### src/common/mmrx_pkg.sv
// mmrx shared definitions
// link word format, source address fields, frame offsets and encodings
package mmrx_pkg;

    // one link word, frame marks in the two top bits
    typedef logic [17:0] link_word_t;

    localparam int SOP_BIT = 17;
    localparam int EOP_BIT = 16;

    // source address word layout
    localparam int SRC_BOX_LSB  = 7;
    localparam int SRC_BOX_W    = 3;
    localparam int SRC_SLOT_LSB = 2;
    localparam int SLOT_W       = 4;

    // word positions inside a frame
    localparam int SRC_WORD_IDX  = 1;
    localparam int TYPE_WORD_IDX = 3;
    localparam int PAYLOAD_IDX   = 5;
    // saturating counter, sticks at all ones past the header
    localparam int IDX_W         = 3;

    // buffer and status destination counts
    localparam int NUM_BOXES = 4;
    localparam int NUM_STA   = 5;
    localparam int BOX_W     = 2;
    // read port: box in 5:4, slot in 3:0
    localparam int RD_PORT_W = 7;

    // channel type of the link
    typedef enum logic [4:0] {
        other = 5'd0,
        com1  = 5'd1,
        com2  = 5'd2,
        com3  = 5'd3
    } chn_type_e;

    // packet type word, anything else is an unknown frame
    typedef enum logic [15:0] {
        pkt_status = 16'h0001,
        pkt_data   = 16'h0002
    } pkt_type_e;

endpackage
### src/mmrx/write_ctrl.sv
`timescale 1ns/1ps
// data frame writer
// writes payload words of data frames into the target box buffer
module write_ctrl #(
    parameter int SLOT_WORDS = 64
) (
    input  logic                                         clk_100m,
    input  logic                                         rst_100m,
    input  logic                                         slink_dval,
    input  mmrx_pkg::link_word_t                         slink_data,
    input  logic [mmrx_pkg::IDX_W-1:0]                   word_idx,
    input  mmrx_pkg::pkt_type_e                          pkt_type,
    input  logic [mmrx_pkg::BOX_W-1:0]                   box_num,
    input  logic [mmrx_pkg::SLOT_W-1:0]                  src_slot,
    input  mmrx_pkg::chn_type_e                          chn_type,
    output logic                                         wr_en,
    output logic [mmrx_pkg::BOX_W-1:0]                   wr_box,
    output logic [mmrx_pkg::SLOT_W+$clog2(SLOT_WORDS)-1:0] wr_addr,
    output mmrx_pkg::link_word_t                         wr_data
);
    import mmrx_pkg::*;

    localparam int OFS_W = $clog2(SLOT_WORDS);

    logic              first;
    logic              active;
    logic              wr_flag;
    logic [SLOT_W-1:0] base_slot;

    // first payload word of a data frame
    assign first  = slink_dval && !slink_data[SOP_BIT]
                 && (word_idx == IDX_W'(PAYLOAD_IDX)) && (pkt_type == pkt_data);
    assign active = first || (slink_dval && wr_flag);

    // only COM1 spreads frames over slot regions
    assign base_slot = (chn_type == com1) ? src_slot : '0;

    // stays clear on a one-word payload
    always_ff @(posedge clk_100m or negedge rst_100m) begin
        if (!rst_100m) begin
            wr_flag <= 1'b0;
        end else if (active && slink_data[EOP_BIT]) begin
            wr_flag <= 1'b0;
        end else if (first) begin
            wr_flag <= 1'b1;
        end
    end

    // write issued the cycle after the word arrives
    always_ff @(posedge clk_100m or negedge rst_100m) begin
        if (!rst_100m) begin
            wr_en   <= 1'b0;
            wr_addr <= '0;
        end else begin
            wr_en <= active;
            if (first) begin
                wr_addr <= {base_slot, OFS_W'(0)};
            end else if (active) begin
                wr_addr <= wr_addr + 1'b1;
            end
        end
    end

    always_ff @(posedge clk_100m) begin
        wr_box  <= box_num;
        wr_data <= slink_data;
    end

endmodule

### config.mk
export PLATFORM = sky130hd
export DESIGN_NAME = write_ctrl
export DESIGN_NICKNAME = d
export VERILOG_FILES = /design/src/common/mmrx_pkg.sv /design/src/mmrx/write_ctrl.sv
export SDC_FILE = /design/constraint.sdc
export NUM_CORES = 1
export LEC_CHECK = 0
export ABC_AREA = 1
export BUFFER_PORTS_ARGS = -buffer_cell sky130_fd_sc_hd__buf_2
export CAP_MARGIN = 20
export CORE_MARGIN = 2
export CORE_UTILIZATION = 45
export CTS_CLUSTER_SIZE = 40
export DETAILED_ROUTE_END_ITERATION = 12
export GPL_TIMING_DRIVEN = 1
export PLACE_DENSITY = 0.83
export SETUP_SLACK_MARGIN = 0.2
export SYNTH_ARGS = -nofsm -noshare
export SYNTH_HDL_FRONTEND = slang
export SYNTH_SLANG_ARGS = --single-unit
### constraint.sdc
create_clock -name clk_100m -period 1.87 [get_ports clk_100m]
set_input_delay 0.374 -clock clk_100m [delete_from_list [all_inputs] [get_ports clk_100m]]
set_output_delay 0.374 -clock clk_100m [all_outputs]
set_load 0.01 [all_outputs]
# Yosys cells after proc, flatten, opt, wreduce, memory -nomap -nowiden
# Cells that the tools add are included.
[totals] reg_bits=32 in_bits=51 wordCells=23
[op_classes] add_sub_neg=1 n_eq_ne=3 muxes=5 reduce_logical=9
[op_table] operator="two-way mux 10 bit" n=2
[op_table] operator="== test 16 x 2 -> 1 bit, second input constant" n=1
[op_table] operator="adder 10 x 1 -> 10 bit, second input constant" n=1
[op_table] operator="== test 5 x 1 -> 1 bit, second input constant" n=1
[op_table] operator="logical AND 1 bit" n=5
[op_table] operator="two-way mux 4 bit" n=1
[op_table] operator="nonzero test 2 bit" n=2
[op_table] operator="== test 3 bit, second input constant" n=1
[op_table] operator="two-way mux 1 bit" n=2
[op_table] operator="logical NOT 1 bit" n=1
[op_table] operator="logical OR 1 bit" n=1

# Logic depth before layout (Yosys ltp)
[logic_depth] depth_word=7 depth_mapped=10 depth_no_buf=10

# Least setup slack after synthesis
# OpenSTA, ideal clock, no wires.
[synth_timing] kind="register -> register" from="register wr_addr[0] in the netlist's numbering" to="register wr_addr[8] in the netlist's numbering" setup_ns=0.117 arrival_ns=1.196 slack_ns=0.557 path_stages_with_launch=11 path_buffers=0 period_less_slack_ns=1.313 cell_sequence="dfrtp_1 -> ha_1 -> nand3_1 -> nor2_2 -> nand2_1 -> nand2_1 -> nand2_1 -> nand2_1 -> nand2_1 -> nand2_1 -> nand2_1"
[synth_via] elab_chain_cells=3
[synth_lines] item="from (decl)" line="write_ctrl.sv:18" text="output logic [mmrx_pkg::SLOT_W+$clog2(SLOT_WORDS)-1:0] wr_addr,"
[synth_lines] item="from (signal assigned)" line="write_ctrl.sv:57" text="wr_addr <= {base_slot, OFS_W'(0)};"
[synth_lines] item="from (signal assigned)" line="write_ctrl.sv:59" text="wr_addr <= wr_addr + 1'b1;"
[synth_lines] item="adder 10 x 1 -> 10 bit" line="write_ctrl.sv:59"
[synth_lines] item="two-way mux 10 bit" line="write_ctrl.sv:58" text="end else if (active) begin"
[synth_lines] item="two-way mux 10 bit" line="write_ctrl.sv:56" text="if (first) begin"
# Every way passes these cells. The select of a mux whose other input is x is not followed.
# A chain may end at the register's enable or synchronous reset.

# Worst setup path after layout
# Same ends and word-level chain as after synthesis.

==> impl_metrics.json <==
{
  "outcome": "finished with violations",
  "violations": "design-rule violations",
  "worstPathMaxFanout": 7,
  "via_per_inst": 4.676,
  "grt.total_usage_pct": 19.73,
  "skew_ns": 0.005356,
  "rsz0062_at_grt": "false",
  "tritoncts": "yes",
  "antenna_found_initial": 0,
  "num_vias": 1342,
  "grt_first_pass_wirelength_mm": 5.085,
  "ys_ff_latch": 32,
  "period_minus_slack_ns": 1.362,
  "cp-end-kind": "flop",
  "drc": 2,
  "finalSetupTns_ns": 0,
  "finalNetCount": 307,
  "ant_nets": 0,
  "cp-start-kind": "flop",
  "crit_buf_inv": 0,
  "syn2layout_area_growth_pct": 40.35,
  "path_clk_slew_ns": 0.10,
  "worst_pin_slew_ns": 0.2686,
  "ys_types": 19,
  "path_class": "reg -> reg",
  "cap_violations": 0,
  "crit_top_cell": "nand2_1",
  "clock-root-buffer": "clkbuf_4",
  "drtPass1Iterations": 8,
  "avgSynthCellArea_um2": 8.125,
  "path_cells": "ha_1, nand3_1, nor2_2, nand2_1, nand2_1, nand2_1, nand2_1, nand2_1, nand2_1, nand2_1",
  "core_um2": 2805,
  "insertedDiodeCount": 0,
  "drive_above_1_share_pct": 40.23,
  "drv_slew": 0,
  "cellPowerDensity_nw_per_um2": 907.8,
  "top_usage_layer": "met2",
  "grt_max_degree": 13,
  "slowest_stage": "dfrtp_1",
  "critPathMaxStageDelay_ns": 0.44,
  "gp_congestion": 0.8540,
  "rows": 19,
  "hold_viol_final": 0,
  "cts_inserted_buffers": 5,
  "drt_iter0_markers": 36,
  "finalPower_w": 0.001719,
  "die_w_um": 58.75,
  "gr-total-overflow": 0,
  "p_leak_nw": 1.081,
  "nFillCells": 240,
  "clkSinkCount": 32,
  "post_cts_resize_count": 0,
  "ys_seq_area_share_pct": 51.95,
  "syn_area_um2": 1349,
  "setup_viol_count_final": 0,
  "gr-usage-met3_pct": 7.033,
  "die-height_um": 58.75,
  "crit_family": "simple AND/OR/NAND/NOR gates",
  "cts_hold_buf": 1,
  "clk_latency_ns": 0.33,
  "met1_usage_pct": 22.02,
  "clock.fmax_ghz": 0.7340,
  "synth_nets": 218,
  "vdd.ir_drop.worst_v": 0.0007853,
  "io_pins": 82,
  "dp_hpwl_mm": 2.416,
  "syn_inst": 166,
  "post_cts_buffers": 0,
  "cts_htree_levels": 2,
  "io_buffers": 81,
  "crit_required_ns": 2.10,
  "cts_buffer_depth": 2,
  "dieArea_um2": 3451,
  "cp.arrival_ns": 1.59,
  "initial_utilization_pct": 48.08,
  "grt_pass1_vias": 1328,
  "hp-class": "in -> reg",
  "routedWlPerCell_um": 10.27,
  "slew_headroom_pct": 82.05,
  "grt.met2_usage_pct": 34.13,
  "routed_wl_mm": 2.948,
  "synth-warning-count": 0,
  "layout_worst_path_cycle_share_pct": 72.85
}
==> synthesized netlist by cell type (all sizes together) <==
master   n  area share (%)
inv     22             6.3
ha       1            0.93
xor2     3             1.9
dfxtp   20              30
nand3    9             4.3
nor2    28              11
nand2   55              16
o21bai   1            0.56
nor3     1            0.37
nand4    8             3.7
or2      2            0.93
nand3b   4             2.2
dfrtp   12              22
==> cells by family (layout without fill, tap and decap cells) <==
group	Yosys count	after routing	share of synthesized area, %
simple gates	107	107	38.31
flops	32	32	51.95
fa+ha+maj	1	1	0.9275
compound gates	1	1	0.5568
buf+inv	22	112	6.309
xor+xnor	3	3	1.948
==> registers in the layout, indices dropped and copies added, names as in the netlist <==
name / flops
wr_data: 18
wr_addr: 10
wr_box: 2
wr_en: 1
wr_flag: 1
==> per-layer routing <==
| layer | routed length, µm | vias up |
|---|---|---|
| met3 | 238 | 6 |
| met1 | 1274 | 595 |
| li1 | - | 689 |
| met4 | 53 | 0 |
| met2 | 1382 | 52 |
| met5 | 0 | - |
==> cells in the final DEF, fill, tap and decap left out <==
cell and n:
nor2_1 20, or2_2 2, nor3_1 1, ha_1 1
nand3_1 8, buf_2 81, o21bai_1 1, inv_1 21
clkbuf_4 5, dfxtp_1 20, clkbuf_16 1, xor2_1 3
inv_4 1, nor2_4 4, nand2_2 1, nand3b_1 4
dfrtp_1 12, clkbuf_8 2, nand2_4 1, nand4_1 8
nand2_1 53, nor2_2 4, dlygate4sd3_1 1, nand3_4 1
==> path summary, 6_finish.rpt <==
check                                  startpoint                      to  slack (ns)  cells past startpoint
max                        wr_addr[0]$_DFFE_PN0P_  wr_addr[8]$_DFFE_PN0P_        0.51                     10
min reg2reg                   wr_flag$_DFFE_PN0P_     wr_flag$_DFFE_PN0P_        0.56                      4
max reg2reg                wr_addr[0]$_DFFE_PN0P_  wr_addr[8]$_DFFE_PN0P_        0.51                     10
max in group asynchronous                rst_100m  wr_addr[0]$_DFFE_PN0P_        1.22                      2
min                                 slink_data[9]      wr_data[9]$_DFF_P_        0.14                      1
min in group asynchronous                rst_100m  wr_addr[5]$_DFFE_PN0P_        0.44                      2
==> final cells by class <==
cell class	count	area [µm²]	area share, %
Tap cell	31	38.79	2.049
Timing Repair Buffer	82	415.4	21.94
Sequential cell	32	700.7	37.01
Inverter	22	85.08	4.494
Clock buffer	8	90.09	4.759
Multi-Input combinational cell	112	563.0	29.74
==> power breakdown <==
part           internal (W)  total, W  switching [W]
combinational      0.000165  0.000346       0.000181
clock              0.000301  0.000536       0.000234
sequential         0.000760  0.000837      0.0000767
==> per-stage QoR <==
stage | cell area [µm²] | hold WS (ns) | utilization [%] | instances | setup WS, ns
2_1_floorplan | 1349 | 0.07841 | - | 166 | 0.5572
3_3_place_gp | 1793 | 0.2621 | 63.92 | 278 | 0.4524
3_5_place_dp | 1793 | 0.2698 | 63.92 | 278 | 0.4314
4_1_cts | 1893 | 0.1250 | 67.48 | 287 | 0.4961
5_1_grt | 1893 | 0.1143 | 67.48 | 287 | 0.3315
6_report | 1893 | 0.1380 | 67.48 | 287 | 0.5076
(Power assumes the default switching activity.)
