--- src/common/mmrx_pkg.sv ---
// mmrx shared definitions
// link word format, source address fields, frame offsets and encodings
package mmrx_pkg;

    // one link word, frame marks in the two top bits
    typedef logic [17:0] link_word_t;

    localparam int SOP_BIT = 17;
    localparam int EOP_BIT = 16;

    // source address word layout
    localparam int SRC_BOX_LSB  = 7;
    localparam int SRC_BOX_W    = 3;
    localparam int SRC_SLOT_LSB = 2;
    localparam int SLOT_W       = 4;

    // word positions inside a frame
    localparam int SRC_WORD_IDX  = 1;
    localparam int TYPE_WORD_IDX = 3;
    localparam int PAYLOAD_IDX   = 5;
    // saturating counter, sticks at all ones past the header
    localparam int IDX_W         = 3;

    // buffer and status destination counts
    localparam int NUM_BOXES = 4;
    localparam int NUM_STA   = 5;
    localparam int BOX_W     = 2;
    // read port: box in 5:4, slot in 3:0
    localparam int RD_PORT_W = 7;

    // channel type of the link
    typedef enum logic [4:0] {
        other = 5'd0,
        com1  = 5'd1,
        com2  = 5'd2,
        com3  = 5'd3
    } chn_type_e;

    // packet type word, anything else is an unknown frame
    typedef enum logic [15:0] {
        pkt_status = 16'h0001,
        pkt_data   = 16'h0002
    } pkt_type_e;

endpackage
--- src/mmrx/status_router.sv ---
`timescale 1ns/1ps
// status frame router
// tags the first payload word with box and slot and forwards the frame
// to the status output of its source box
module status_router (
    input  logic                             clk_100m,
    input  logic                             rst_100m,
    input  logic                             slink_dval,
    input  mmrx_pkg::link_word_t             slink_data,
    input  logic [mmrx_pkg::IDX_W-1:0]       word_idx,
    input  mmrx_pkg::pkt_type_e              pkt_type,
    input  logic [mmrx_pkg::SRC_BOX_W-1:0]   src_box,
    input  logic [mmrx_pkg::SLOT_W-1:0]      src_slot,
    output logic [mmrx_pkg::NUM_STA-1:0]     sta_dval,
    output mmrx_pkg::link_word_t             sta_data
);
    import mmrx_pkg::*;

    logic       to_sta;
    logic       first;
    logic       sta_flag;
    logic       s1_vld;
    link_word_t s1_data;

    // status frame from a known destination, box 0 is the main processor
    assign to_sta = (pkt_type == pkt_status) && (src_box <= SRC_BOX_W'(NUM_STA - 1));
    assign first  = slink_dval && !slink_data[SOP_BIT]
                 && (word_idx == IDX_W'(PAYLOAD_IDX)) && to_sta;

    // open from the tag word up to the end word
    always_ff @(posedge clk_100m or negedge rst_100m) begin
        if (!rst_100m) begin
            sta_flag <= 1'b0;
        end else if (slink_dval && slink_data[EOP_BIT]) begin
            sta_flag <= 1'b0;
        end else if (first) begin
            sta_flag <= 1'b1;
        end
    end

    // stage 1, tag replaces the first payload word
    always_ff @(posedge clk_100m or negedge rst_100m) begin
        if (!rst_100m) begin
            s1_vld <= 1'b0;
        end else begin
            s1_vld <= slink_dval && (first || sta_flag);
        end
    end

    always_ff @(posedge clk_100m) begin
        if (first) begin
            s1_data <= {1'b1, slink_data[EOP_BIT], 8'h00, 1'b0, src_box, src_slot};
        end else begin
            s1_data <= slink_data;
        end
    end

    // stage 2, one-hot destination
    // src_box holds until word 1 of the next frame, after the last word leaves
    always_ff @(posedge clk_100m or negedge rst_100m) begin
        if (!rst_100m) begin
            sta_dval <= '0;
        end else begin
            sta_dval <= s1_vld ? (NUM_STA'(1) << src_box) : '0;
        end
    end

    always_ff @(posedge clk_100m) begin
        sta_data <= s1_data;
    end

endmodule

--- config.mk ---
export PLATFORM = sky130hd
export DESIGN_NAME = status_router
export DESIGN_NICKNAME = d
export VERILOG_FILES = /design/src/common/mmrx_pkg.sv /design/src/mmrx/status_router.sv
export SDC_FILE = /design/constraint.sdc
export NUM_CORES = 1
export LEC_CHECK = 0
export BUFFER_PORTS_ARGS = -buffer_cell sky130_fd_sc_hd__buf_4
export CORE_AREA = 8 8 67 69
export DETAILED_ROUTE_END_ITERATION = 10
export DIE_AREA = 0 0 75 77
export GPL_TIMING_DRIVEN = 0
export PLACE_DENSITY = 0.7
export SLEW_MARGIN = 40
export SYNTH_ARGS = -nofsm -noshare
export SYNTH_HDL_FRONTEND = slang
export SYNTH_SLANG_ARGS = --single-unit
--- constraint.sdc ---
create_clock -name clk_100m -period 0.8 [get_ports clk_100m]
set_input_delay 0.12 -clock clk_100m [delete_from_list [all_inputs] [get_ports clk_100m]]
set_output_delay 0.12 -clock clk_100m [all_outputs]
set_load 0.01 [all_outputs]
# ---- Word-level counts from Yosys, hierarchy flattened
# Cells that the tools add are included.
# Widths: inputs -> output; s select.
dict set report word_totals {
  regBits 43
  out_inout_bits 23
  inputBits 47
  elab_cells 23
}
dict set report classes {
  shifts 1
  n_lt_le_gt_ge 1
  mux 4
  n_eq_ne 2
  n_reduce_logical 9
}
# op n
set ops {}
lappend ops {{$eq 16x1->1 const B} 1}
lappend ops {{$mux 7} 1}
lappend ops {{$logic_and 1x1->1} 6}
lappend ops {{$mux 5} 1}
lappend ops {{$shl 1x3->5 const A} 1}
lappend ops {{$eq 3x3->1 const B} 1}
lappend ops {{$le 3x3->1 const B} 1}
lappend ops {{$mux 1} 2}
lappend ops {{$reduce_bool 2->1} 1}
lappend ops {{$logic_not 1->1} 1}
lappend ops {{$logic_or 1x1->1} 1}

# ---- Logic depth before layout (Yosys ltp)
dict set report depth {
  ltp_word 6
  ltp_mapped 5
  mapped_depth_nobuf 4
}

# ---- Worst setup path after synthesis
# Ideal clock, no wire load.
dict set report synth_path {
  path_kind {in2reg}
  startpoint {in pkt_type[5]}
  endpoint {reg s1_data[0]}
  t_required_ps 679
  path_stages 4
  n_path_buf 0
  arrival_time_ps 1305
  slack_ps -626
  setup_ps 121
  path_cell_list {nor4_1 > nand4_1 > nor4_4 > mux2_2}
}
dict set report synth_via {
  elab_chain_len 4
}
# element line_no
set synth_lines {}
lappend synth_lines {{from (decl)} status_router.sv:11} ;# input mmrx_pkg::pkt_type_e pkt_type,
lappend synth_lines {{$eq 16x1->1} status_router.sv:26} ;# assign to_sta = (pkt_type == pkt_status) && (src_box <= SRC_BOX_W'(NUM_STA - 1));
lappend synth_lines {{$logic_and 1x1->1} status_router.sv:26}
lappend synth_lines {{$logic_and 1x1->1} status_router.sv:28} ;# && (word_idx == IDX_W'(PAYLOAD_IDX)) && to_sta;
lappend synth_lines {{$mux 7} status_router.sv:51} ;# if (first) begin
lappend synth_lines {{to (signal assigned)} status_router.sv:52} ;# s1_data <= {1'b1, slink_data[EOP_BIT], 8'h00, 1'b0, src_box, src_slot};
lappend synth_lines {{to (signal assigned)} status_router.sv:54} ;# s1_data <= slink_data;
lappend synth_lines {{to (decl)} status_router.sv:23} ;# link_word_t s1_data;
# Every way passes these cells.
# A chain may end at the register's enable or synchronous reset.

# ---- Worst setup path in the final report
dict set report layout_path {
  startpoint {in pkt_type[12]}
  endpoint {reg s1_data[6]}
}
# Same word-level chain as after synthesis.

==> run_results.csv <==
group,metric,value,unit
global_routing,grt_usage,12.3,%
floorplanning,start_util,34.7,%
sta,final-hold-violation-count,2,
cells_and_area,diodes,0,
synth,syn_nets,128,
global_routing,antenna_found_initial,0,
sta,skew,0.00821,ns
cells_and_area,layout_common_cells,"40 x buf_4, 31 x buf_6, 24 x dlygate4sd3_1, 20 x dfxtp_1, 16 x dfxtp_2",
min_path,hp-class,"input pin to flip-flop",
sta,max_freq,0.891,GHz
worst_setup_path,cp_slowest_stage_delay,0.33,ns
power_and_ir_drop,leakage,1.05,nW
sta,setup_tns,-7.16,ns
worst_setup_path,critPathMaxFanout,10,
worst_setup_path,path_class,"input pin to flip-flop",
power_and_ir_drop,irDropWorstVdd,0.934,mV
floorplanning,placementRows,22,
cts,clk_path_buf_depth,2,
drt,dr.max_layer_used,"met4",
cells_and_area,multiInputGateArea,359,µm²
sta,slew_violations,0,
worst_setup_path,worstSetupEndpointType,"flip-flop",
global_routing,grt_pass1_wl,5210,µm
drt,post_drt_wl_per_cell,14.6,µm
floorplanning,fp.dieH,77,µm
cts,htree_num_levels,2,
cts,cts_buffers,5,
cts,path_clk_slew,0.12,ns
job,drv_cap,0,
drt,viasPerCell,4.13,
cts,clock_sinks,43,
cells_and_area,drive_gt1_share,63.0,%
outcome,status,"finished, violations left",
place,gp_congestion,0.704,
synth,syn_area,1210,µm²
sta,worst_pin_slew,0.255,ns
drt,drt-met1-wl,1110,µm
cells_and_area,synthToLayoutAreaGrowth,91.6,%
synth,yosys.area.top_type,"dfxtp_1",
synth,synth.top_cell.area_share,59.4,%
sta,min_period_over_period,140,%
power_and_ir_drop,power.switching,836,µW
synth,synth-seq-cells,43,
sta,min_period,1.12,ns
worst_setup_path,arrival,1.36,ns
drt,met3_length,323,µm
worst_setup_path,crit_chain,"buf_4, nor4_4, nand2_1, nor4_4, buf_12, mux2_2",
floorplanning,io_pins,70,
floorplanning,fp.coreArea,3500,µm²
power_and_ir_drop,power.density,1740,nW/µm²
drt,first_pass_iters,2,
cells_and_area,final_util,66.5,%
power_and_ir_drop,clock_power_share,31.2,%
cells_and_area,fill_cells,253,
synth,yosys_warnings,0,
worst_setup_path,slowest_stage,"mux2_2",
worst_setup_path,path_buf_inv,2,
global_routing,grt_pass1_vias,1053,
drt,vias,959,
synth,ys_top_cells_by_area,"dfxtp_1 59%, dfrtp_1 14%, mux2_2 6.5%, nor2b_1 4.1%, nor4b_2 2.5%",
worst_setup_path,critPathTopFamily,"simple AND/OR/NAND/NOR gates",
synth,synth_cells,81,
power_and_ir_drop,switching_share,20.6,%
outcome,violations,"hold timing, setup timing",
drt,postRouteAntennaNets,0,
cells_and_area,seq_area,916,µm²
power_and_ir_drop,p_int,3.22,mW
sta,finalSetupViolations,44,
synth,ys_seq_area_share,73.8,%
cts,insertion_delay,0.34,ns
global_routing,overflow,0,
sta,rsz0062_at_grt,"true",
floorplanning,die_x,75,µm
global_routing,grt_max_degree,14,
cells_and_area,final_common_cell,"buf_4",
drt,drc,0,
place,numPortBuffers,69,
drt,wirelength,3400,µm
power_and_ir_drop,combPwrFrac,12.5,%
synth,ys_types,21,
cells_and_area,nNetsFinal,230,
cts,cts_root_buf,"clkbuf_4",
place,dp_hpwl,2230,µm
drt,drt-initial-drc-count,36,
floorplanning,die_area,5780,µm²
sta,relSlewSlack,82.8,%
worst_setup_path,worst_setup_path_start_kind,"input pin",
power_and_ir_drop,finalPower,4.06,mW
worst_setup_path,r2r_setup_slack,-0.01,ns
synth,avgSynthCellArea,15.0,µm²
sta,fin_ws,-0.322,ns
worst_setup_path,required,1.04,ns
worst_setup_path,cpMostUsedCell,"nor4_4",
drt,wl_met2,1920,µm
cts,cts_tree,"done",
sta,hold_ws,-0.00948,ns
power_and_ir_drop,power_frac_seq,56.3,%
-- repair_timing --
action / CTS / global route
buffers inserted: 1 / 1
endpoints found under the setup margin: 46 / 46
hold buffers: 22 / 2
endpoints found under the hold margin: 27 / 3
resized for setup: 45 / 9
pin swaps: 3 / 2
-- metrics by stage --
stage	std cells	setup WS, ns	area [µm²]
after global placement	198	-0.958	1810
final	232	-0.322	2330
after CTS	229	-0.457	2270
after detailed placement	198	-0.990	1810
after global routing	232	-0.361	2330
after floorplan	81	-0.619	1230
-- synth_stat cells --
cell / number
nor3_1: 1
nor4b_2: 2
o21ai_0: 1
nor4_2: 1
dfxtp_1: 36
dfrtp_1: 7
mux2_2: 7
nor2_1: 2
and3b_1: 1
nand2_1: 4
buf_6: 1
nor4_1: 1
o21a_1: 1
and2b_2: 2
nor4_4: 1
nand4_1: 1
nor3b_1: 1
or2_2: 1
nor2b_1: 8
and3_1: 1
a2bb2oi_2: 1
-- registers in the layout (all words and copies together), names as in the netlist --
| register | cells |
|---|---|
| sta_dval | 5 |
| s1_vld | 1 |
| sta_flag | 1 |
| sta_data | 18 |
| s1_data | 18 |
-- final cells by class --
cell class / instances / share of cell area [%]
clock inverter: 1 / 0.215
timing repair buffer: 95 / 38.6
multi-input combinational: 37 / 15.4
sequential: 43 / 39.4
buffer: 1 / 0.484
clock buffer: 7 / 3.28
tap: 48 / 2.58
-- power by group through the flow --
stage	combinational (mW)	sequential [mW]	clock [mW]
3_3_place_gp	0.348	2.31	0
3_5_place_dp	0.357	2.31	0
2_1_floorplan	0.0491	2.33	0
5_1_grt	0.542	2.29	1.43
6_report	0.506	2.28	1.27
4_1_cts	0.488	2.28	1.30
-- routing by layer --
metal / up-vias / GRT usage [%]
li1: 475 / -
met1: 439 / 11.3
met2: 39 / 21.8
met3: 6 / 5.72
met4: 0 / 5.88
met5: - / 0
-- path summary, 6_finish.rpt --
kind / cells past startpoint / start / end
worst max-delay path: 6 / pkt_type[12] / s1_data[6]$_DFF_P_
worst min-delay path: 2 / slink_data[17] / s1_data[17]$_SDFF_PN1_
worst max register to register: 2 / s1_vld$_DFF_PN0_ / sta_dval[1]$_DFF_PN0_
worst min register to register: 0 / s1_data[6]$_DFF_P_ / sta_data[6]$_DFF_P_
max in group asynchronous: 2 / rst_100m / sta_dval[2]$_DFF_PN0_
min in group asynchronous: 2 / rst_100m / s1_vld$_DFF_PN0_
-- logic make-up (layout without fill, tap and decap cells) --
kind of cell / after synthesis / count (layout) / synth area share (%)
AO/OA/AOI/OAI: 3 / 3 / 2.27
buffers and inverters: 1 / 104 / 0.928
flip-flops: 43 / 43 / 73.8
multiplexers: 7 / 7 / 6.50
AND/OR/NAND/NOR: 27 / 27 / 16.5
Power figures use the tool's default switching activity.
