<file path="src/common/mmrx_pkg.sv">
// mmrx shared definitions
// link word format, source address fields, frame offsets and encodings
package mmrx_pkg;

    // one link word, frame marks in the two top bits
    typedef logic [17:0] link_word_t;

    localparam int SOP_BIT = 17;
    localparam int EOP_BIT = 16;

    // source address word layout
    localparam int SRC_BOX_LSB  = 7;
    localparam int SRC_BOX_W    = 3;
    localparam int SRC_SLOT_LSB = 2;
    localparam int SLOT_W       = 4;

    // word positions inside a frame
    localparam int SRC_WORD_IDX  = 1;
    localparam int TYPE_WORD_IDX = 3;
    localparam int PAYLOAD_IDX   = 5;
    // saturating counter, sticks at all ones past the header
    localparam int IDX_W         = 3;

    // buffer and status destination counts
    localparam int NUM_BOXES = 4;
    localparam int NUM_STA   = 5;
    localparam int BOX_W     = 2;
    // read port: box in 5:4, slot in 3:0
    localparam int RD_PORT_W = 7;

    // channel type of the link
    typedef enum logic [4:0] {
        other = 5'd0,
        com1  = 5'd1,
        com2  = 5'd2,
        com3  = 5'd3
    } chn_type_e;

    // packet type word, anything else is an unknown frame
    typedef enum logic [15:0] {
        pkt_status = 16'h0001,
        pkt_data   = 16'h0002
    } pkt_type_e;

endpackage
</file>
<file path="src/mmrx/frame_parser.sv">
`timescale 1ns/1ps
// frame parser
// counts words per frame, captures source address and packet type,
// and holds off link reads while a data frame waits for its box
module frame_parser (
    input  logic                             clk_100m,
    input  logic                             rst_100m,
    input  mmrx_pkg::chn_type_e              chn_type,
    input  logic                             slink_empty,
    input  logic                             slink_dval,
    input  mmrx_pkg::link_word_t             slink_data,
    input  logic [mmrx_pkg::NUM_BOXES-1:0]   box_empty,
    output logic                             slink_rdreq,
    output logic [mmrx_pkg::IDX_W-1:0]       word_idx,
    output mmrx_pkg::pkt_type_e              pkt_type,
    output logic [mmrx_pkg::SRC_BOX_W-1:0]   src_box,
    output logic [mmrx_pkg::SLOT_W-1:0]      src_slot,
    output logic [mmrx_pkg::BOX_W-1:0]       box_num
);
    import mmrx_pkg::*;

    chn_type_e            chn_type_q;
    logic                 sop_in;
    logic                 body_in;
    logic                 at_type;
    logic                 data_busy;
    logic                 hold;
    logic [SRC_BOX_W-1:0] box_adj;

    assign sop_in  = slink_dval && slink_data[SOP_BIT];
    // non-sop words, word_idx is then the index of the incoming word
    assign body_in = slink_dval && !slink_data[SOP_BIT];
    assign at_type = body_in && (word_idx == IDX_W'(TYPE_WORD_IDX));

    always_ff @(posedge clk_100m or negedge rst_100m) begin
        if (!rst_100m) begin
            chn_type_q <= other;
        end else begin
            chn_type_q <= chn_type;
        end
    end

    // ------------------------------------------------------------------------
    // word counter and header capture
    // ------------------------------------------------------------------------
    // out of reset saturated so nothing decodes before the first sop
    always_ff @(posedge clk_100m or negedge rst_100m) begin
        if (!rst_100m) begin
            word_idx <= '1;
        end else if (sop_in) begin
            word_idx <= IDX_W'(1);
        end else if (slink_dval && (word_idx != '1)) begin
            word_idx <= word_idx + 1'b1;
        end
    end

    always_ff @(posedge clk_100m or negedge rst_100m) begin
        if (!rst_100m) begin
            src_box  <= '0;
            src_slot <= '0;
            pkt_type <= pkt_type_e'('0);
        end else begin
            if (body_in && (word_idx == IDX_W'(SRC_WORD_IDX))) begin
                src_box  <= slink_data[SRC_BOX_LSB +: SRC_BOX_W];
                src_slot <= slink_data[SRC_SLOT_LSB +: SLOT_W];
            end
            // unknown codes are kept as is and match neither type
            if (at_type) begin
                pkt_type <= pkt_type_e'(slink_data[15:0]);
            end
        end
    end

    // COM1 numbers its boxes from one
    assign box_adj = (chn_type_q == com1) ? src_box - 1'b1 : src_box;
    assign box_num = box_adj[BOX_W-1:0];

    // ------------------------------------------------------------------------
    // intake hold-off
    // ------------------------------------------------------------------------
    // data frame for a box that still holds an unread frame
    assign data_busy = at_type && (slink_data[15:0] == pkt_data) && !box_empty[box_num];

    // word 4 is already requested when hold rises, payload is not
    always_ff @(posedge clk_100m or negedge rst_100m) begin
        if (!rst_100m) begin
            hold <= 1'b0;
        end else if (data_busy) begin
            hold <= 1'b1;
        end else if (hold && box_empty[box_num]) begin
            hold <= 1'b0;
        end
    end

    assign slink_rdreq = !slink_empty && !hold;

endmodule

</file>
<file path="config.mk">
export PLATFORM = sky130hd
export DESIGN_NAME = frame_parser
export DESIGN_NICKNAME = d
export VERILOG_FILES = /design/src/common/mmrx_pkg.sv /design/src/mmrx/frame_parser.sv
export SDC_FILE = /design/constraint.sdc
export NUM_CORES = 1
export LEC_CHECK = 0
export BUFFER_PORTS_ARGS = -buffer_cell sky130_fd_sc_hd__buf_4
export CAP_MARGIN = 25
export CORE_UTILIZATION = 30
export CTS_CLUSTER_DIAMETER = 150
export DETAILED_ROUTE_END_ITERATION = 8
export HOLD_SLACK_MARGIN = 0.12
export SKIP_LAST_GASP = 1
export SLEW_MARGIN = 10
export SYNTH_ARGS = -nofsm -noshare
export SYNTH_HDL_FRONTEND = slang
export SYNTH_SLANG_ARGS = --single-unit
export TNS_END_PERCENT = 20
</file>
<file path="constraint.sdc">
create_clock -name clk_100m -period 1.95 [get_ports clk_100m]
set_input_delay 0.39 -clock clk_100m [delete_from_list [all_inputs] [get_ports clk_100m]]
set_output_delay 0.39 -clock clk_100m [all_outputs]
set_load 0.03 [all_outputs]
</file>
==> Word-level counts from Yosys, hierarchy flattened <==
Index checks and enable logic that the tools add are counted.
W data, S select, Z words.
{ "totals": {"input_bits": 31, "output_inout_bits": 29, "latch_bits": 0, "rom_bits": 0, "reg_bits": 32, "ramBits": 0, "word_cells": 36, "n_memories": 0} }
{ "op_classes": {"n_addsub": 2, "n_eq_ne": 5, "n_bitwise": 0, "n_reduce_logical": 15, "n_mul": 0, "n_mux": 7, "magnitude_cmp": 1, "n_div": 0, "shifts": 0} }
{ "op_table": {"columns": ["op", "n"], "rows": [
  ["$eq A16 B2 Y1 const B", 1],
  ["$logic_and A1 B1 Y1", 9],
  ["$mux W3", 2],
  ["$eq A5 B1 Y1 const B", 1],
  ["$logic_not A1 Y1", 4],
  ["$reduce_bool A2 Y1", 2],
  ["$add A3 B1 Y3 const B", 1],
  ["$eq A3 B1 Y1 const B", 1],
  ["$eq A3 B2 Y1 const B", 1],
  ["$lt A2 B3 Y1 const B", 1],
  ["$mux W1", 3],
  ["$ne A3 B3 Y1 const B", 1],
  ["$bmux W1 S2", 1],
  ["$mux W2", 1],
  ["$sub A2 B1 Y2 const B", 1]
]} }

==> Depth between registers and ports, before layout <==
{ "depth": {"ltp_word": 7, "depth_mapped": 6, "ltp_nobuf": 6} }

==> Worst setup path before layout <==
Ideal clock, no wire load.
{ "synth_timing": {"kind": "register to output", "start": "register chn_type_q[4]", "end": "output port box_num[1] (netlist name)", "n_path_buf": 0, "t_arrival_ns": 1.527, "t_required_ns": 1.560, "stages_incl_launch_ff": 5, "setup_slack_ns": 0.033, "path_cell_list": "dfrtp_1 > nor4b_4 > and2_4 > nor2b_1 > xor2_1"} }
{ "synth_between": {"elab_chain_cells": 2} }
{ "synth_rtl": {"columns": ["item", "line", "text"], "rows": [
  ["start, declared", "frame_parser.sv:22", "chn_type_e chn_type_q;"],
  ["start signal, assigned", "frame_parser.sv:37", "chn_type_q <= other;"],
  ["start signal, assigned", "frame_parser.sv:39", "chn_type_q <= chn_type;"],
  ["$eq A5 B1 Y1", "frame_parser.sv:75", "assign box_adj = (chn_type_q == com1) ? src_box - 1'b1 : src_box;"],
  ["$mux W2", "frame_parser.sv:75", null],
  ["end, declared", "frame_parser.sv:18", "output logic [mmrx_pkg::BOX_W-1:0] box_num"]
]} }
Every way passes these cells.

==> Worst setup path in the final report <==
{ "layout_timing": {"start": "register chn_type_q[3]", "end": "output port box_num[1] (netlist name)"} }
Same word-level chain as after synthesis.

==> qor.csv <==
stage;metric;value;unit
setup_path;kind of critical path;flop to primary output;
routing;vias per cell;4.87;
logic_synthesis;synth warn;0;
clock_tree;CTS tree;built;
routing;drt total wl;3240;um
logic_synthesis;area leader, netlist;dfrtp_1;
routing;via count;1072;
setup_path;Reg2Reg Depth;5;
logic_synthesis;Netlist cell types;30;
grt;All-Layer GR Usage;14.4;%
timing;skew final;0.00546;ns
setup_path;critical path endpoint;box_num[1];
setup_path;Setup crit start kind;flop;
final_layout;storage element area;805;um2
timing;Final WS setup;-0.0693;ns
setup_path;crit end category;primary output;
place;post-DP HPWL;2490;um
logic_synthesis;synthesized flop and latch total;32;
clock_tree;Clock Tree Buf Depth;2;
setup_path;Crit path required time;1.56;ns
timing;fin crit period;2.02;ns
logic_synthesis;cells taking the most area after synthesis;dfrtp_1 52%, mux2_2 19%, dfstp_2 5.7%, ha_1 3.6%, nor4b_4 1.7%;
logic_synthesis;synth cell count leaders;29 x dfrtp_1, 23 x mux2_2, 5 x inv_1;
setup_path;slowest stage delay, CP;0.40;ns
logic_synthesis;Synth Cell Area;1400;um2
pwr;P_leak;0.000958;uW
run_status;outcome;complete, but fails checks;
floorplanning;Initial Utilization;31.6;%
timing;Slew @ Worst Pin;0.421;ns
place;GPL Wtd Cong;0.839;
clock_tree;cts bufs inserted;5;
timing;Slew Viols, Final;0;
setup_path;R2R setup slack;0.14;ns
setup_path;CP Cell Sequence;nor4b_4 > and2_4 > nor2b_4 > xor2_1 > buf_4;
clock_tree;worst-skew pair later-pin latency;0.28;ns
routing;# DRC;0;
run_status;failing checks;negative setup slack;
min_path;worst min path class;primary input to flop;
routing;ANT nets after route;0;
final_layout;final core occ;45.8;%
logic_synthesis;Post-Syn Instances;99;
place;placed inst area;1900;um2
floorplanning;Die X;70.2;um
grt;largest net degree at the start of global routing;33;
setup_path;Max stage delay cell, worst path;dfrtp_1;
setup_path;crit-path max FO;2;
final_layout;share of cells above drive strength 1;58.9;%
grt;vias in the first global route;1054;
setup_path;CP arrival;1.63;ns
routing;DR WL/cell;14.7;um
place;I/O Buffers;58;
setup_path;Setup crit start;chn_type_q[3]$_DFF_PN0_;
floorplanning;die height;70.2;um
floorplanning;Top Ports;60;
logic_synthesis;Post-synth EDFFs;0;
floorplanning;Rows;24;
clock_tree;clk root buf;clkbuf_8;
setup_path;Crit Reg-Reg Endpoint;hold$_DFFE_PN0P_;
timing;Rel. slew slack;71.9;%
logic_synthesis;Post-synth ARST share;100;%
routing;Detailed Route Iter0 Violations;20;
logic_synthesis;most common cell in the netlist;dfrtp_1;
grt;grt ovf;0;
timing;worst hold slack;0.221;ns
setup_path;worst reg2reg startpoint;chn_type_q[3]$_DFF_PN0_;
logic_synthesis;Mapped Nets;134;
final_layout;Inserted Diodes;0;
floorplanning;DIE AREA;4930;um2
timing;Final TNS setup;-0.0949;ns
logic_synthesis;Main synth FF type;dfrtp_1;
logic_synthesis;sequential area share after synthesis;57.7;%
routing;drt first pass iters;4;
pwr;pwr dens;1520;nW/um2
clock_tree;Clk pin slew, worst setup/hold paths;0.06;ns
logic_synthesis;share of the synthesized area in the top cell type;52.0;%
final_layout;Multi-input gate area;569;um2
clock_tree;clock sink count;32;
final_layout;Final Cell Area;2020;um2
pwr;total chip power;3070;uW
timing;Fmax;495;MHz
grt;initial antenna violation count;0;
final_layout;P&R area growth vs syn;45.0;%
job;maxcap violations;0;
final_layout;Final nets;202;
timing;Final Hold Vio Count;0;
timing;Final period util;104;%
pwr;Max VDD drop;0.000521;V
grt;first-pass GRT wire length;5320;um
timing;RSZ-0062 raised after global routing;yes;
timing;setup violators final;2;
clock_tree;H-tree depth;2;
logic_synthesis;Avg Cell Area, Syn;14.1;um2
final_layout;Fillers;406;
floorplanning;total core area;4410;um2
-- logic make-up after synthesis --
kind of cell               count (synthesis)  synth area share [%]
DFF                                       32                  57.7
muxes                                     25                  20.9
and+or+nand+nor                           19                  9.60
AOI/OAI and AO/OA                         10                  4.93
buffers and inverters                      7                  2.06
adders and majority gates                  4                  3.59
xor gates and xnor gates                   2                  1.26
-- layout by cell type, fill, tap and decap left out, types with 2 or more instances in the layout --
| cell type | count |
|---|---|
| clkbuf_8 | 6 |
| a21oi_1 | 3 |
| buf_4 | 62 |
| xor2_1 | 2 |
| mux2_2 | 23 |
| inv_1 | 5 |
| dfrtp_1 | 29 |
| nand2_1 | 2 |
| nand2b_1 | 2 |
| ha_1 | 4 |
| dfstp_2 | 3 |
| clkbuf_1 | 2 |
| nor2_1 | 3 |
| or4_1 | 2 |
-- per-stage QoR --
| stage | cells | setup slack [ns] |
|---|---|---|
| detailed placement | 209 | 0.112 |
| floorplan | 99 | 0.0334 |
| CTS | 220 | -0.0785 |
| global route | 220 | -0.193 |
| global placement | 209 | 0.174 |
| finish | 220 | -0.0693 |
-- metal layers --
layer,global-route usage (%),vias to the layer above,wire (um)
met5,0,-,0
met4,5.33,0,29
met3,5.92,4,204
met2,20.7,50,1510
met1,19.3,526,1490
li1,-,492,-
-- power by group --
part	internal [uW]	switching [uW]	leakage [uW]
combinational	621	823	0.000533
sequential	929	178	0.000379
clock	288	229	0.0000455
total	1840	1230	0.000958
-- flip-flops by register name (all words and copies together), names as in the netlist --
| name | count |
|---|---|
| pkt_type | 16 |
| chn_type_q | 5 |
| src_slot | 4 |
| src_box | 3 |
| word_idx | 3 |
| hold | 1 |
-- worst min-delay path by stage --
stage,start,to,slack (ns),depth (start not counted)
final,chn_type[1],chn_type_q[1]$_DFF_PN0_,0.22,1
after CTS,chn_type[1],chn_type_q[1]$_DFF_PN0_,0.21,1
after floorplan,rst_100m,chn_type_q[0]$_DFF_PN0_,0.09,0
after global placement,rst_100m,chn_type_q[0]$_DFF_PN0_,0.34,1
after global routing,chn_type[2],chn_type_q[2]$_DFF_PN0_,0.20,1
after detailed placement,rst_100m,chn_type_q[2]$_DFF_PN0_,0.35,1
-- what timing repair did --
| action | in CTS | in global routing |
|---|---|---|
| hold endpoints to repair | 29 | 0 |
| hold buffers | 1 | 0 |
| cloned | 0 | 0 |
| pin swaps | 2 | 0 |
| resized for setup | 2 | 0 |
| setup endpoints to repair | 1 | 2 |
| setup buffers | 2 | 0 |
-- worst max-delay path: cells and delay by family (launching register included) --
kind          cells  cell delay [ns]
simple gates      3             0.62
flops             1             0.40
buf+inv           1             0.18
xor+xnor          1             0.16
-- final cells by class --
type	count	share of cell area (%)
Inverter	5	0.928
Sequential cell	32	39.8
Timing Repair Buffer	63	23.5
Clock buffer	8	4.45
Tap cell	52	3.22
Multi-Input combinational cell	60	28.1
No activity file was read; power rests on OpenSTA's default activity.
